**src/source/rv_params.svh**
```systemverilog
`ifndef RV_PARAMS_SVH
`define RV_PARAMS_SVH

// machine widths
`define RV_XLEN       32
`define RV_REG_IDX_W  5
`define RV_NUM_REGS   32
`define RV_BYTES      4

// first fetch address after reset
`define RV_RESET_PC   32'h0000_0000

// internal data RAM size in words
`define RV_DMEM_WORDS 256

// major opcodes in insn[6:0]
`define RV_OP_LUI     7'b0110111
`define RV_OP_AUIPC   7'b0010111
`define RV_OP_JAL     7'b1101111
`define RV_OP_JALR    7'b1100111
`define RV_OP_BRANCH  7'b1100011
`define RV_OP_LOAD    7'b0000011
`define RV_OP_STORE   7'b0100011
`define RV_OP_IMM     7'b0010011
`define RV_OP_REG     7'b0110011
`define RV_OP_SYSTEM  7'b1110011

// funct7 of the plain ops and of sub and sra
`define RV_F7_BASE    7'b0000000
`define RV_F7_ALT     7'b0100000

`endif

```
**src/source/rv_pkg.sv**
```systemverilog
`include "rv_params.svh"

package rv_pkg;

  // one machine word, data or address
  typedef logic [`RV_XLEN-1:0] word_t;

  // raw instruction bits as fetched
  typedef logic [`RV_XLEN-1:0] insn_t;

  // architectural register number
  typedef logic [`RV_REG_IDX_W-1:0] reg_idx_t;

  // one write enable per byte lane
  typedef logic [`RV_BYTES-1:0] byte_en_t;

  // what a pipeline slot holds in a given cycle,
  // carried with every stage down to writeback
  typedef enum logic [1:0] {
    cycle_reset        = 2'd0,
    cycle_valid        = 2'd1,
    cycle_taken_branch = 2'd2,
    cycle_load_use     = 2'd3
  } cycle_status_e;

endpackage

```
**src/source/reg_file.sv**
```systemverilog
`include "rv_params.svh"

module reg_file (
  input  logic             clk,
  input  logic             rst,
  input  logic             we,
  input  rv_pkg::reg_idx_t rd,
  input  rv_pkg::word_t    rd_data,
  input  rv_pkg::reg_idx_t rs1,
  input  rv_pkg::reg_idx_t rs2,
  output rv_pkg::word_t    rs1_data,
  output rv_pkg::word_t    rs2_data
);

  // x0 has no storage, it is hardwired at the read ports
  rv_pkg::word_t regs [1:`RV_NUM_REGS-1];

  assign rs1_data = (rs1 == '0) ? '0 : regs[rs1];
  assign rs2_data = (rs2 == '0) ? '0 : regs[rs2];

  always_ff @(posedge clk) begin
    if (rst) begin
      for (int i = 1; i < `RV_NUM_REGS; i++) begin
        regs[i] <= '0;
      end
    end else if (we && rd != '0) begin
      regs[rd] <= rd_data;
    end
  end

  // x0 reads as zero on both ports in every cycle
  assert property (@(posedge clk) disable iff (rst)
    (rs1 != '0 || rs1_data == '0) && (rs2 != '0 || rs2_data == '0))
    else $error("reg_file: x0 read back nonzero");

endmodule

```
**config.mk**
```make
export PLATFORM = sky130hd
export DESIGN_NAME = reg_file
export DESIGN_NICKNAME = d
export VERILOG_FILES = /design/src/source/rv_pkg.sv /design/src/source/reg_file.sv
export VERILOG_INCLUDE_DIRS = /design/src /design/src/source
export SDC_FILE = /design/constraint.sdc
export NUM_CORES = 2
export LEC_CHECK = 0
export ABC_AREA = 1
export BUFFER_PORTS_ARGS = -buffer_cell sky130_fd_sc_hd__buf_2
export CAP_MARGIN = 40
export CORE_ASPECT_RATIO = 0.6
export CORE_MARGIN = 4
export CORE_UTILIZATION = 45
export DETAILED_ROUTE_END_ITERATION = 12
export PLACE_DENSITY_LB_ADDON = 0.15
export SKIP_CTS_REPAIR_TIMING = 1
export SLEW_MARGIN = 10
export SYNTH_ARGS = -nofsm -noshare
export SYNTH_HDL_FRONTEND = slang
export SYNTH_SLANG_ARGS = --single-unit
export TNS_END_PERCENT = 5
```
**constraint.sdc**
```tcl
create_clock -name clk -period 3 [get_ports clk]
set_clock_uncertainty 0.1 [all_clocks]
set_input_delay 0.3 -clock clk [delete_from_list [all_inputs] [get_ports clk]]
set_output_delay 0.3 -clock clk [all_outputs]
set_load 0.005 [all_outputs]
```
==> reports/metrics.cfg <==
[outcome]
status=finished, final reports clean

[routing]
ant_nets=0
dr.pass1.iters=7
drt-initial-drc-count=9348
wl_um=230000
routedWlPerCell_um=25.7
route.detailed.drc=0
via_count=53800
via_per_inst=6.01

[power]
intPower_w=0.0249
power_frac_comb=0.147
peakVddDrop_mv=0.475
p_switching_w=0.00990
p_leak_nw=26.3
seq_power_share=0.486
switching_share=0.284
pwr-share-clk=0.366
power.total_w=0.0348
p_per_area_nw_per_um2=548

[synthesis]
synth-adder-area-share=0
synth-compound-area-share=0.0522
syn_area_um2=56600
netlist_instances=7253
synth-edff-count=1024
synth.distinct_cells=24
yosys_warnings=0
synth_xor_area_frac=0
yosys.area_share.simple=0.345
synth.area.top_cells=edfxtp_1 54%, nand2_1 14%, nor2_1 12%, nand3_1 8.7%, o21ai_0 3.4%
ys_seq_elements=1024
ys.flop_type=edfxtp_1
synth_top_area_frac=0.544
syn_avg_cell_area_um2=7.80
netlist_top_cells_count=2084 x nand2_1, 1790 x nor2_1, 1024 x edfxtp_1
synth_top_family_by_area=simple AND/OR/NAND/NOR gates
yosysMostFrequentCell=nand2_1
yosys.area.top_type=edfxtp_1
synth-async-reset-ratio=0
ys_seq_area_frac=0.544
synth.mux.area_fraction=0

[place]
placed_cell_area_um2=60200
place_hpwl_um=134000
placedCellCount=8742
io_buffers=113
gp_congestion=0.893

[clock_network]
path_clk_slew_ns=0.06
cts_sinks=1024
cts_root_buffer=clkbuf_16
clockBufferDepth=3
htree_levels=3
cts_tree=built
cts_buffers=99

[floorplanning]
core.rowCount=100
io_pins=114
core_area_um2=124000
fp.dieH_um=283
die_area_um2=132000
initial_core_util=0.455
die_x_um=466

[timing]
tightest_slew_ns=0.864
layout_min_cycle_time_ns=2.91
final.period_utilization=0.970
hold_viol=0
drv_slew=0
tns_ns=0
fmax_mhz=344
setup_viol=0
rsz0062_at_grt=false
max_slew_margin=0.424

[run]
drv_cap=0

[worst_setup_path]
path_max_fanout=37
end_kind=primary output
path_class=input port to primary output
worstPathRequired_ns=2.60
crit_path_start_kind=input port
critPathArrivalTime_ns=2.51

[finish]
fin_nets=7242
largest_register_ff_count=1024
reg.largest.list=regs x1024
fin_area_um2=63600
final_cells=8958
drive_gt1_frac=0.0844
final_core_util=0.512
regMostFlops=regs
area_delta_synth_final_pct=12.5

[global_route]
grt_util_all_layers=0.342
grt_first_pass_wirelength_um=334000
grt_pass1_vias=49500
grt_max_degree=96
antenna_found_initial=2
grt_overflow=0

[hold_path]
hp-class=input port to register

==> metrics by stage <==
stage	hold slack (ns)	setup slack, ns
6_report	0.204	0.0893
5_1_grt	0.182	0.0466
4_1_cts	-0.374	0.116
3_5_place_dp	0.396	0.197
3_3_place_gp	0.393	0.129
2_1_floorplan	0.299	0.642
==> worst max-delay path, cell delays in order <==
cell,delay [ns]
buf_8,0.29
buf_12,0.31
buf_12,0.27
nand2_1,0.07
o21ai_0,0.10
nand2_1,0.14
a21oi_1,0.26
nor2_1,0.06
nand2_1,0.14
nand2_1,0.09
nor2_1,0.21
buf_2,0.16
==> power by group through the flow <==
stage	combinational [W]	clock, W	sequential (W)
after global placement	0.00488	0	0.0172
after CTS	0.00493	0.0128	0.0169
final	0.00512	0.0128	0.0170
after detailed placement	0.00492	0	0.0172
after floorplan	0.00285	0	0.0171
after global routing	0.00547	0.0135	0.0170
==> layout make-up <==
class / count / area, um^2
Antenna cell: 1 / 2.50
Clock buffer: 126 / 2660
Clock inverter: 57 / 465
Fill cell: 11700 / 60800
Inverter: 154 / 624
Multi-Input combinational cell: 5479 / 22800
Sequential cell: 1024 / 30700
Tap cell: 1683 / 2110
Timing Repair Buffer: 434 / 4220
==> path summary, 6_finish.rpt <==
| check | endpoint | slack, ns | depth (start not counted) | start |
|---|---|---|---|---|
| worst max-delay path | rs2_data[2] | 0.09 | 12 | rs2[0] |
| worst min-delay path | regs[0][3] | 0.20 | 2 | rd_data[3] |
==> per-layer routing <==
layer	up-vias	share of wire	global-route usage	wire (um)
li1	23600	-	-	-
met1	25400	0.40	0.492	91500
met2	4246	0.41	0.487	94400
met3	590	0.15	0.0890	33700
met4	2	0.045	0.148	10400
met5	-	0.000057	0	13
==> cells by family after synthesis <==
family | Yosys count
compound gates | 579
other cells | 1
simple gates | 4868
buf+inv | 781
flops | 1024
==> cells in the final DEF, fill, tap and decap left out, types with 2 or more instances in the layout <==
master / n
a21oi_1: 120
buf_12: 87
buf_2: 105
buf_4: 204
buf_8: 4
bufinv_16: 8
clkbuf_1: 23
clkbuf_16: 103
clkinv_1: 29
clkinv_2: 18
clkinvlp_4: 3
conb_1: 32
dlygate4sd3_1: 32
edfxtp_1: 1024
inv_1: 142
inv_2: 4
inv_6: 2
inv_8: 3
nand2_1: 2022
nand2_2: 62
nand3_1: 981
nand3_2: 2
nor2_1: 1788
nor2_4: 2
nor3_1: 8
o211ai_1: 23
o21ai_0: 386
o21ai_1: 49
Power figures use the tool's default switching activity.
