## src/source/rv_params.svh

```systemverilog
`ifndef RV_PARAMS_SVH
`define RV_PARAMS_SVH

// machine widths
`define RV_XLEN       32
`define RV_REG_IDX_W  5
`define RV_NUM_REGS   32
`define RV_BYTES      4

// first fetch address after reset
`define RV_RESET_PC   32'h0000_0000

// internal data RAM size in words
`define RV_DMEM_WORDS 256

// major opcodes in insn[6:0]
`define RV_OP_LUI     7'b0110111
`define RV_OP_AUIPC   7'b0010111
`define RV_OP_JAL     7'b1101111
`define RV_OP_JALR    7'b1100111
`define RV_OP_BRANCH  7'b1100011
`define RV_OP_LOAD    7'b0000011
`define RV_OP_STORE   7'b0100011
`define RV_OP_IMM     7'b0010011
`define RV_OP_REG     7'b0110011
`define RV_OP_SYSTEM  7'b1110011

// funct7 of the plain ops and of sub and sra
`define RV_F7_BASE    7'b0000000
`define RV_F7_ALT     7'b0100000

`endif

```

## src/source/rv_pkg.sv

```systemverilog
`include "rv_params.svh"

package rv_pkg;

  // one machine word, data or address
  typedef logic [`RV_XLEN-1:0] word_t;

  // raw instruction bits as fetched
  typedef logic [`RV_XLEN-1:0] insn_t;

  // architectural register number
  typedef logic [`RV_REG_IDX_W-1:0] reg_idx_t;

  // one write enable per byte lane
  typedef logic [`RV_BYTES-1:0] byte_en_t;

  // what a pipeline slot holds in a given cycle,
  // carried with every stage down to writeback
  typedef enum logic [1:0] {
    cycle_reset        = 2'd0,
    cycle_valid        = 2'd1,
    cycle_taken_branch = 2'd2,
    cycle_load_use     = 2'd3
  } cycle_status_e;

endpackage

```

## src/source/hazard_unit.sv

```systemverilog
`include "rv_params.svh"

module hazard_unit (
  input  rv_pkg::reg_idx_t d_rs1,
  input  rv_pkg::reg_idx_t d_rs2,
  input  logic [6:0]       d_opcode,
  input  rv_pkg::reg_idx_t x_rs1,
  input  rv_pkg::reg_idx_t x_rs2,
  input  rv_pkg::reg_idx_t x_rd,
  input  logic             x_is_load,
  input  rv_pkg::reg_idx_t m_rd,
  input  logic             m_we,
  input  rv_pkg::reg_idx_t w_rd,
  input  logic             w_we,
  output logic [1:0]       fwd_a,
  output logic [1:0]       fwd_b,
  output logic             d_bypass_a,
  output logic             d_bypass_b,
  output logic             stall_load_use
);

  logic m_hit_a, m_hit_b;
  logic w_hit_a, w_hit_b;
  logic d_uses_rs2;

  // a later slot that writes rs, with x0 never counting as a producer
  function automatic logic hit(rv_pkg::reg_idx_t rd, logic we, rv_pkg::reg_idx_t rs);
    return we && (rd != '0) && (rd == rs);
  endfunction

  assign m_hit_a = hit(m_rd, m_we, x_rs1);
  assign m_hit_b = hit(m_rd, m_we, x_rs2);
  assign w_hit_a = hit(w_rd, w_we, x_rs1);
  assign w_hit_b = hit(w_rd, w_we, x_rs2);

  // bit 0 takes the memory slot, bit 1 the writeback slot
  // memory holds the younger value so it wins
  assign fwd_a = {w_hit_a && !m_hit_a, m_hit_a};
  assign fwd_b = {w_hit_b && !m_hit_b, m_hit_b};

  // writeback writes the file on the same edge decode latches its operands
  assign d_bypass_a = hit(w_rd, w_we, d_rs1);
  assign d_bypass_b = hit(w_rd, w_we, d_rs2);

  // only these formats really read rs2, elsewhere the field is immediate bits
  assign d_uses_rs2 = (d_opcode == `RV_OP_REG) ||
                      (d_opcode == `RV_OP_BRANCH) ||
                      (d_opcode == `RV_OP_STORE);

  assign stall_load_use = x_is_load && (x_rd != '0) &&
                          ((x_rd == d_rs1) || (d_uses_rs2 && x_rd == d_rs2));

endmodule

```

## config.mk

```make
export PLATFORM = sky130hd
export DESIGN_NAME = hazard_unit
export DESIGN_NICKNAME = d
export VERILOG_FILES = /design/src/source/rv_pkg.sv /design/src/source/hazard_unit.sv
export VERILOG_INCLUDE_DIRS = /design/src /design/src/source
export SDC_FILE = /design/constraint.sdc
export NUM_CORES = 1
export LEC_CHECK = 0
export BUFFER_PORTS_ARGS = -buffer_cell sky130_fd_sc_hd__clkbuf_2
export CORE_MARGIN = 10
export CORE_UTILIZATION = 36
export DETAILED_ROUTE_END_ITERATION = 8
export PLACE_DENSITY = 0.82
export SYNTH_ARGS = -nofsm -noshare
export SYNTH_HDL_FRONTEND = slang
export SYNTH_SLANG_ARGS = --single-unit
```

## constraint.sdc

```tcl
create_clock -name vclk -period 1.8
set_input_delay 0.36 -clock vclk [all_inputs]
set_output_delay 0.36 -clock vclk [all_outputs]
set_load 0.02 [all_outputs]
```

==> metrics.md, run 1 <==
| Metric | Value |
|---|---|
| Final period util | 1.17 |
| Die Ht | 59.4 µm |
| Switch Pwr | 0.131 mW |
| Antenna cells | 0 |
| Pwr dens | 235 nW/µm² |
| Final Critical Period | 2.10 ns |
| Die area | 3530 µm² |
| Remaining Overflow, GRT | 0 |
| Yosys warnings | 0 |
| Commonest non-fill, non-tap cell in the layout | clkbuf_2 |
| Site row count | 14 |
| Hold endpoint | stall_load_use |
| Internal Power | 0.139 mW |
| Core area | 1490 µm² |
| VDD IR max | 136 µV |
| Syn Nets | 118 |
| Worst-margin pin slew | 0.285 ns |
| CLK BUF | 0 |
| Final core occ | 0.774 |
| Status | complete, but fails checks |
| Crit-path slowest cell | or4_4 |
| Unique cell type count in the Yosys netlist | 17 |
| Final worst slack | -0.299 ns |
| Routed len/inst | 19.1 µm |
| Critical Path Source Type | primary input |
| Worst EP required | 1.44 ns |
| Cell Chain, Critical Path | buf_6, or4_4, o21ai_4, buf_6, nor4_4, nor4_4, clkbuf_8 |
| Combinational Power Share | 1.000 |
| Mapped Area | 559 µm² |
| Cells after synthesis | 73 |
| CP max stage delay | 0.54 ns |
| Final HPWL DP | 2160 µm |
| Top achievable clock speed | 476 MHz |
| Sequential fraction of the synthesis area | 0 |
| Post-route ant nets | 0 |
| Iter 0 DRT Violations | 16 |
| Worst min path class | primary input to output pin |
| Layout Nets | 186 |
| Share of cells above drive strength 1 | 0.626 |
| Starting Density | 0.376 |
| I/O pins | 52 |
| P&R area growth vs syn | 106% |
| Final Hold Fails | 0 |
| Synthesized area per cell | 7.66 µm² |
| Vias in the first global route | 874 |
| Layout fillers | 92 |
| Violated checks | setup timing |
| Slew Limit Fails | 0 |
| Crit Path Max Fanout | 2 |
| FF+latch count | 0 |
| Most frequent cells in the layout | 41 x clkbuf_2, 25 x xor2_1, 22 x buf_4, 13 x xnor2_1 |
| Die W | 59.4 µm |
| RSZ-0062 raised after global routing | true |
| Largest net degree at the start of global routing | 6 |
| CP Capture Type | output pin |
| Relative slew slack | 0.809 |
| First-pass GRT wire length | 4150 µm |
| Arrival time of the worst setup path | 1.74 ns |
| Drt pass-1 iters | 4 |
| Place WS | -0.320 ns |
| Setup violations, final | 7 |
| Port bufs | 52 |
| Reg area | 0 µm² |
| GRT Total Usage | 0.143 |
| # DRC | 0 |
| Final wirelength | 2960 µm |
| Initial antenna violation count | 0 |
| Placer congestion estimate | 0.905 |
| WHS Path Cells | 4 |
| Overall Power | 0.270 mW |
| Switching Share | 0.486 |
| Max_cap viols | 0 |
| Hold_sp | x_is_load |
| Routed vias | 813 |
| DR vias/cell | 5.25 |
| Clock power frac | 0 |
| CP Class | primary input to output pin |
| Seq pwr share | 0 |
| Leak Pwr | 0.533 nW |
## per-stage QoR
step           hold WS (ns)  instances  setup TNS, ns  cell area [µm²]
2_1_floorplan         0.867         73         -0.176              591
3_3_place_gp           1.04        150          -1.05              941
3_5_place_dp           1.05        150          -1.45              941
4_1_cts                1.06        153          -1.11             1080
5_1_grt                1.12        155          -1.33             1150
6_report               1.12        155          -1.14             1150
## logic make-up (layout without fill, tap and decap cells)
kind of cell              count (synthesis)  after routing  synth area share
xor gates and xnor gates                 40             40             0.626
and+or+nand+nor                          21             21             0.244
buffers and inverters                     7             73            0.0716
AOI/OAI and AO/OA                         5              5            0.0581
## cells in the mapped netlist
library cell	number	area, µm²
nor4_1	4	25.0
buf_2	5	25.0
nand2_1	1	3.75
or4_1	5	37.5
nand3_1	5	25.0
o21ai_0	1	5.00
nor3_1	2	10.0
buf_4	2	15.0
xor2_1	26	228
a21oi_1	1	5.00
nor4_2	2	25.0
nand4_1	1	6.26
o21ai_2	1	8.76
o21ai_1	1	5.00
a2111oi_0	1	8.76
xnor2_1	14	123
nor2_1	1	3.75
## power by group through the flow
stage / Sequential, mW / Clock, mW / Combinational (mW)
after floorplan: 0 / 0 / 0.106
after global routing: 0 / 0 / 0.288
after global placement: 0 / 0 / 0.204
after detailed placement: 0 / 0 / 0.211
after CTS: 0 / 0 / 0.241
final: 0 / 0 / 0.270
## critical path, delay by kind of cell
kind	cells	cell delay (ns)
compound gates	1	0.17
buf+inv	3	0.42
simple gates	3	0.80
## per-layer routing
layer | up-vias | share of wire | track usage
li1 | 386 | - | -
met1 | 392 | 0.36 | 0.161
met2 | 27 | 0.57 | 0.279
met3 | 8 | 0.035 | 0.0150
met4 | 0 | 0.033 | 0.0197
met5 | - | 0 | 0
## what timing repair did
item                                    CTS  global route
resized for setup                        23            21
hold buffers                              0             0
endpoints found under the setup margin    7             7
setup buffers                             3             3
pin swaps                                 9             9
## layout make-up
type,instances,area (µm²),area share
multi-input combinational,66,637,0.553
tap,16,20.0,0.0174
timing repair buffer,73,495,0.430
## worst max path at each step
stage | end | depth (start not counted) | from
finish | fwd_a[1] | 7 | m_rd[2]
global route | fwd_a[1] | 7 | m_rd[2]
floorplan | fwd_a[1] | 4 | m_rd[1]
global placement | fwd_a[1] | 6 | m_rd[1]
CTS | fwd_a[1] | 7 | m_rd[2]
detailed placement | fwd_b[1] | 6 | m_rd[1]
Note: power is estimated with default switching activity, not from simulation.
==> inputs of run 2 (changes only) <==
- BUFFER_PORTS_ARGS: -buffer_cell sky130_fd_sc_hd__clkbuf_2 -> -buffer_cell sky130_fd_sc_hd__buf_2
==> run 2 against run 1 <==
  * The run still ends with setup timing left
  * Routed wire length is 5.4% lower
  * Cell count is 1.3% lower
  * Largest cell class unchanged
  * Highest routed layer unchanged
  * Non-clock buffer count is 2 lower
  * Largest power group unchanged
  * Global-route usage is 0.16 points lower
==> metrics.md, run 2 (synthesis gave the netlist of run 1 again) <==
| Metric | Value |
|---|---|
| Final wirelength | 2800 µm (-5.4%) |
| Routed vias | 800 (-1.6%) |
| Status | complete, but fails checks |
| Layout Nets | 184 (-1.1%) |
| RSZ-0062 raised after global routing | true |
| Relative slew slack | 0.732 (-0.0764) |
| Port bufs | 52 (unchanged) |
| Die Ht | 59.4 µm (unchanged) |
| Initial antenna violation count | 0 (unchanged) |
| Arrival time of the worst setup path | 1.67 ns (-0.07 ns) |
| Iter 0 DRT Violations | 24 (+8) |
| Drt pass-1 iters | 4 (unchanged) |
| Final Critical Period | 2.03 ns (-0.0736 ns) |
| CP max stage delay | 0.55 ns (about the same) |
| Core area | 1490 µm² (unchanged) |
| Post-route ant nets | 0 (unchanged) |
| Crit Path Max Fanout | 4 (+2) |
| Commonest non-fill, non-tap cell in the layout | buf_2 |
| Worst EP required | 1.44 ns (about the same) |
| CP Capture Type | output pin |
| Final HPWL DP | 2130 µm (-1.5%) |
| P&R area growth vs syn | 99.3% |
| CP delay by family, top | simple AND/OR/NAND/NOR gates |
| Setup violations, final | 7 (unchanged) |
| Final worst slack | -0.225 ns (+0.0736 ns) |
| Min Hold Slack | 1.11 ns (-0.0115 ns) |
| Crit-path slowest cell | or4_4 |
| Antenna cells | 0 (unchanged) |
| Routed len/inst | 18.3 µm (-4.2%) |
| GRT Total Usage | 0.142 (-0.00164) |
| DR vias/cell | 5.23 (-0.31%) |
| Max_cap viols | 0 (unchanged) |
| Top achievable clock speed | 494 MHz (+3.6%) |
| Largest net degree at the start of global routing | 6 (unchanged) |
| First-pass GRT wire length | 4080 µm (-1.7%) |
| Final period util | 1.13 (-0.0409) |
| Worst min path class | primary input to output pin |
| Violated checks | setup timing |
| CP bufs+invs | 2 (-1) |
| Vias in the first global route | 855 (-2.2%) |
| CP Class | primary input to output pin |
| Die W | 59.4 µm (unchanged) |
| Switch Pwr | 0.128 mW (-2.4%) |
| Final Hold Fails | 0 (unchanged) |
| Pwr dens | 239 nW/µm² (+1.7%) |
| Switching Share | 0.482 (-0.00416) |
| Clock power frac | 0 (unchanged) |
| Internal Power | 0.138 mW (-0.81%) |
| Combinational Power Share | 1.000 (about the same) |
| Slew Limit Fails | 0 (unchanged) |
| # DRC | 0 (unchanged) |
| CLK BUF | 0 (unchanged) |
| VDD IR max | 134 µV (-1.5%) |
| Leak Pwr | 0.505 nW (-5.2%) |
| FF+latch count | 0 (unchanged) |
| Die area | 3530 µm² (unchanged) |
| Most frequent cells in the layout | 40 x buf_2, 25 x xor2_1, 24 x buf_4, 14 x xnor2_1, 5 x nand3_1 |
| Share of cells above drive strength 1 | 0.620 (-0.00546) |
| Starting Density | 0.376 (unchanged) |
| Overall Power | 0.266 mW (-1.6%) |
| Seq pwr share | 0 (unchanged) |
| Critical Path Source Type | primary input |
| I/O pins | 52 (unchanged) |
| Worst-margin pin slew | 0.398 ns (+0.113 ns) |
| Remaining Overflow, GRT | 0 (unchanged) |
| Placer congestion estimate | 0.896 (-1.0%) |
| Reg area | 0 µm² (unchanged) |
| Site row count | 14 (unchanged) |
| Cell Chain, Critical Path | buf_4, or4_4, o21ai_4, or4_4, nor4_4, buf_4 |
## run 2: area by class of cell
class              count  area [µm²]
multi-input cells     66         624
well taps             16        20.0
fillers              105         374
repair buffers        71         470
## run 2: power by group through the flow
| stage | Combinational, mW | Clock [mW] | Sequential [mW] |
|---|---|---|---|
| 2_1_floorplan | 0.106 | 0 | 0 |
| 3_3_place_gp | 0.203 | 0 | 0 |
| 3_5_place_dp | 0.210 | 0 | 0 |
| 4_1_cts | 0.249 | 0 | 0 |
| 5_1_grt | 0.283 | 0 | 0 |
| 6_report | 0.266 | 0 | 0 |
## run 2: path summary, 6_finish.rpt
kind                  startpoint  endpoint  slack (ns)  cells past startpoint
worst max-delay path     w_rd[4]  fwd_b[1]       -0.23                      6
worst min-delay path        m_we  fwd_a[0]        1.11                      4
## run 2: worst min-delay path, cell delays in order
cell	delay, ns
buf_2	0.11
o21ai_4	0.07
nor4_4	0.05
buf_4	0.15
## run 2: stage by stage
step	utilization	cell area [µm²]	cells	setup WS (ns)	setup TNS [ns]
global route	0.749	1110	153	-0.257	-1.05
CTS	0.729	1090	151	-0.223	-0.613
finish	0.749	1110	153	-0.225	-0.846
global placement	0.627	933	149	-0.250	-1.06
detailed placement	0.627	933	149	-0.266	-1.39
floorplan	-	591	73	-0.0834	-0.176
## run 2: metal layers
layer,global-route usage,wire length (µm)
met5,0,0
met4,0.00984,32
met3,0.0129,133
met1,0.160,1020
met2,0.281,1610
## run 2: timing repair
item / CTS / global route
setup endpoints to repair: 7 / 7
pin swaps: 11 / 3
setup buffers: 3 / 3
gates resized for setup: 33 / 4
hold buffers: 0 / 0
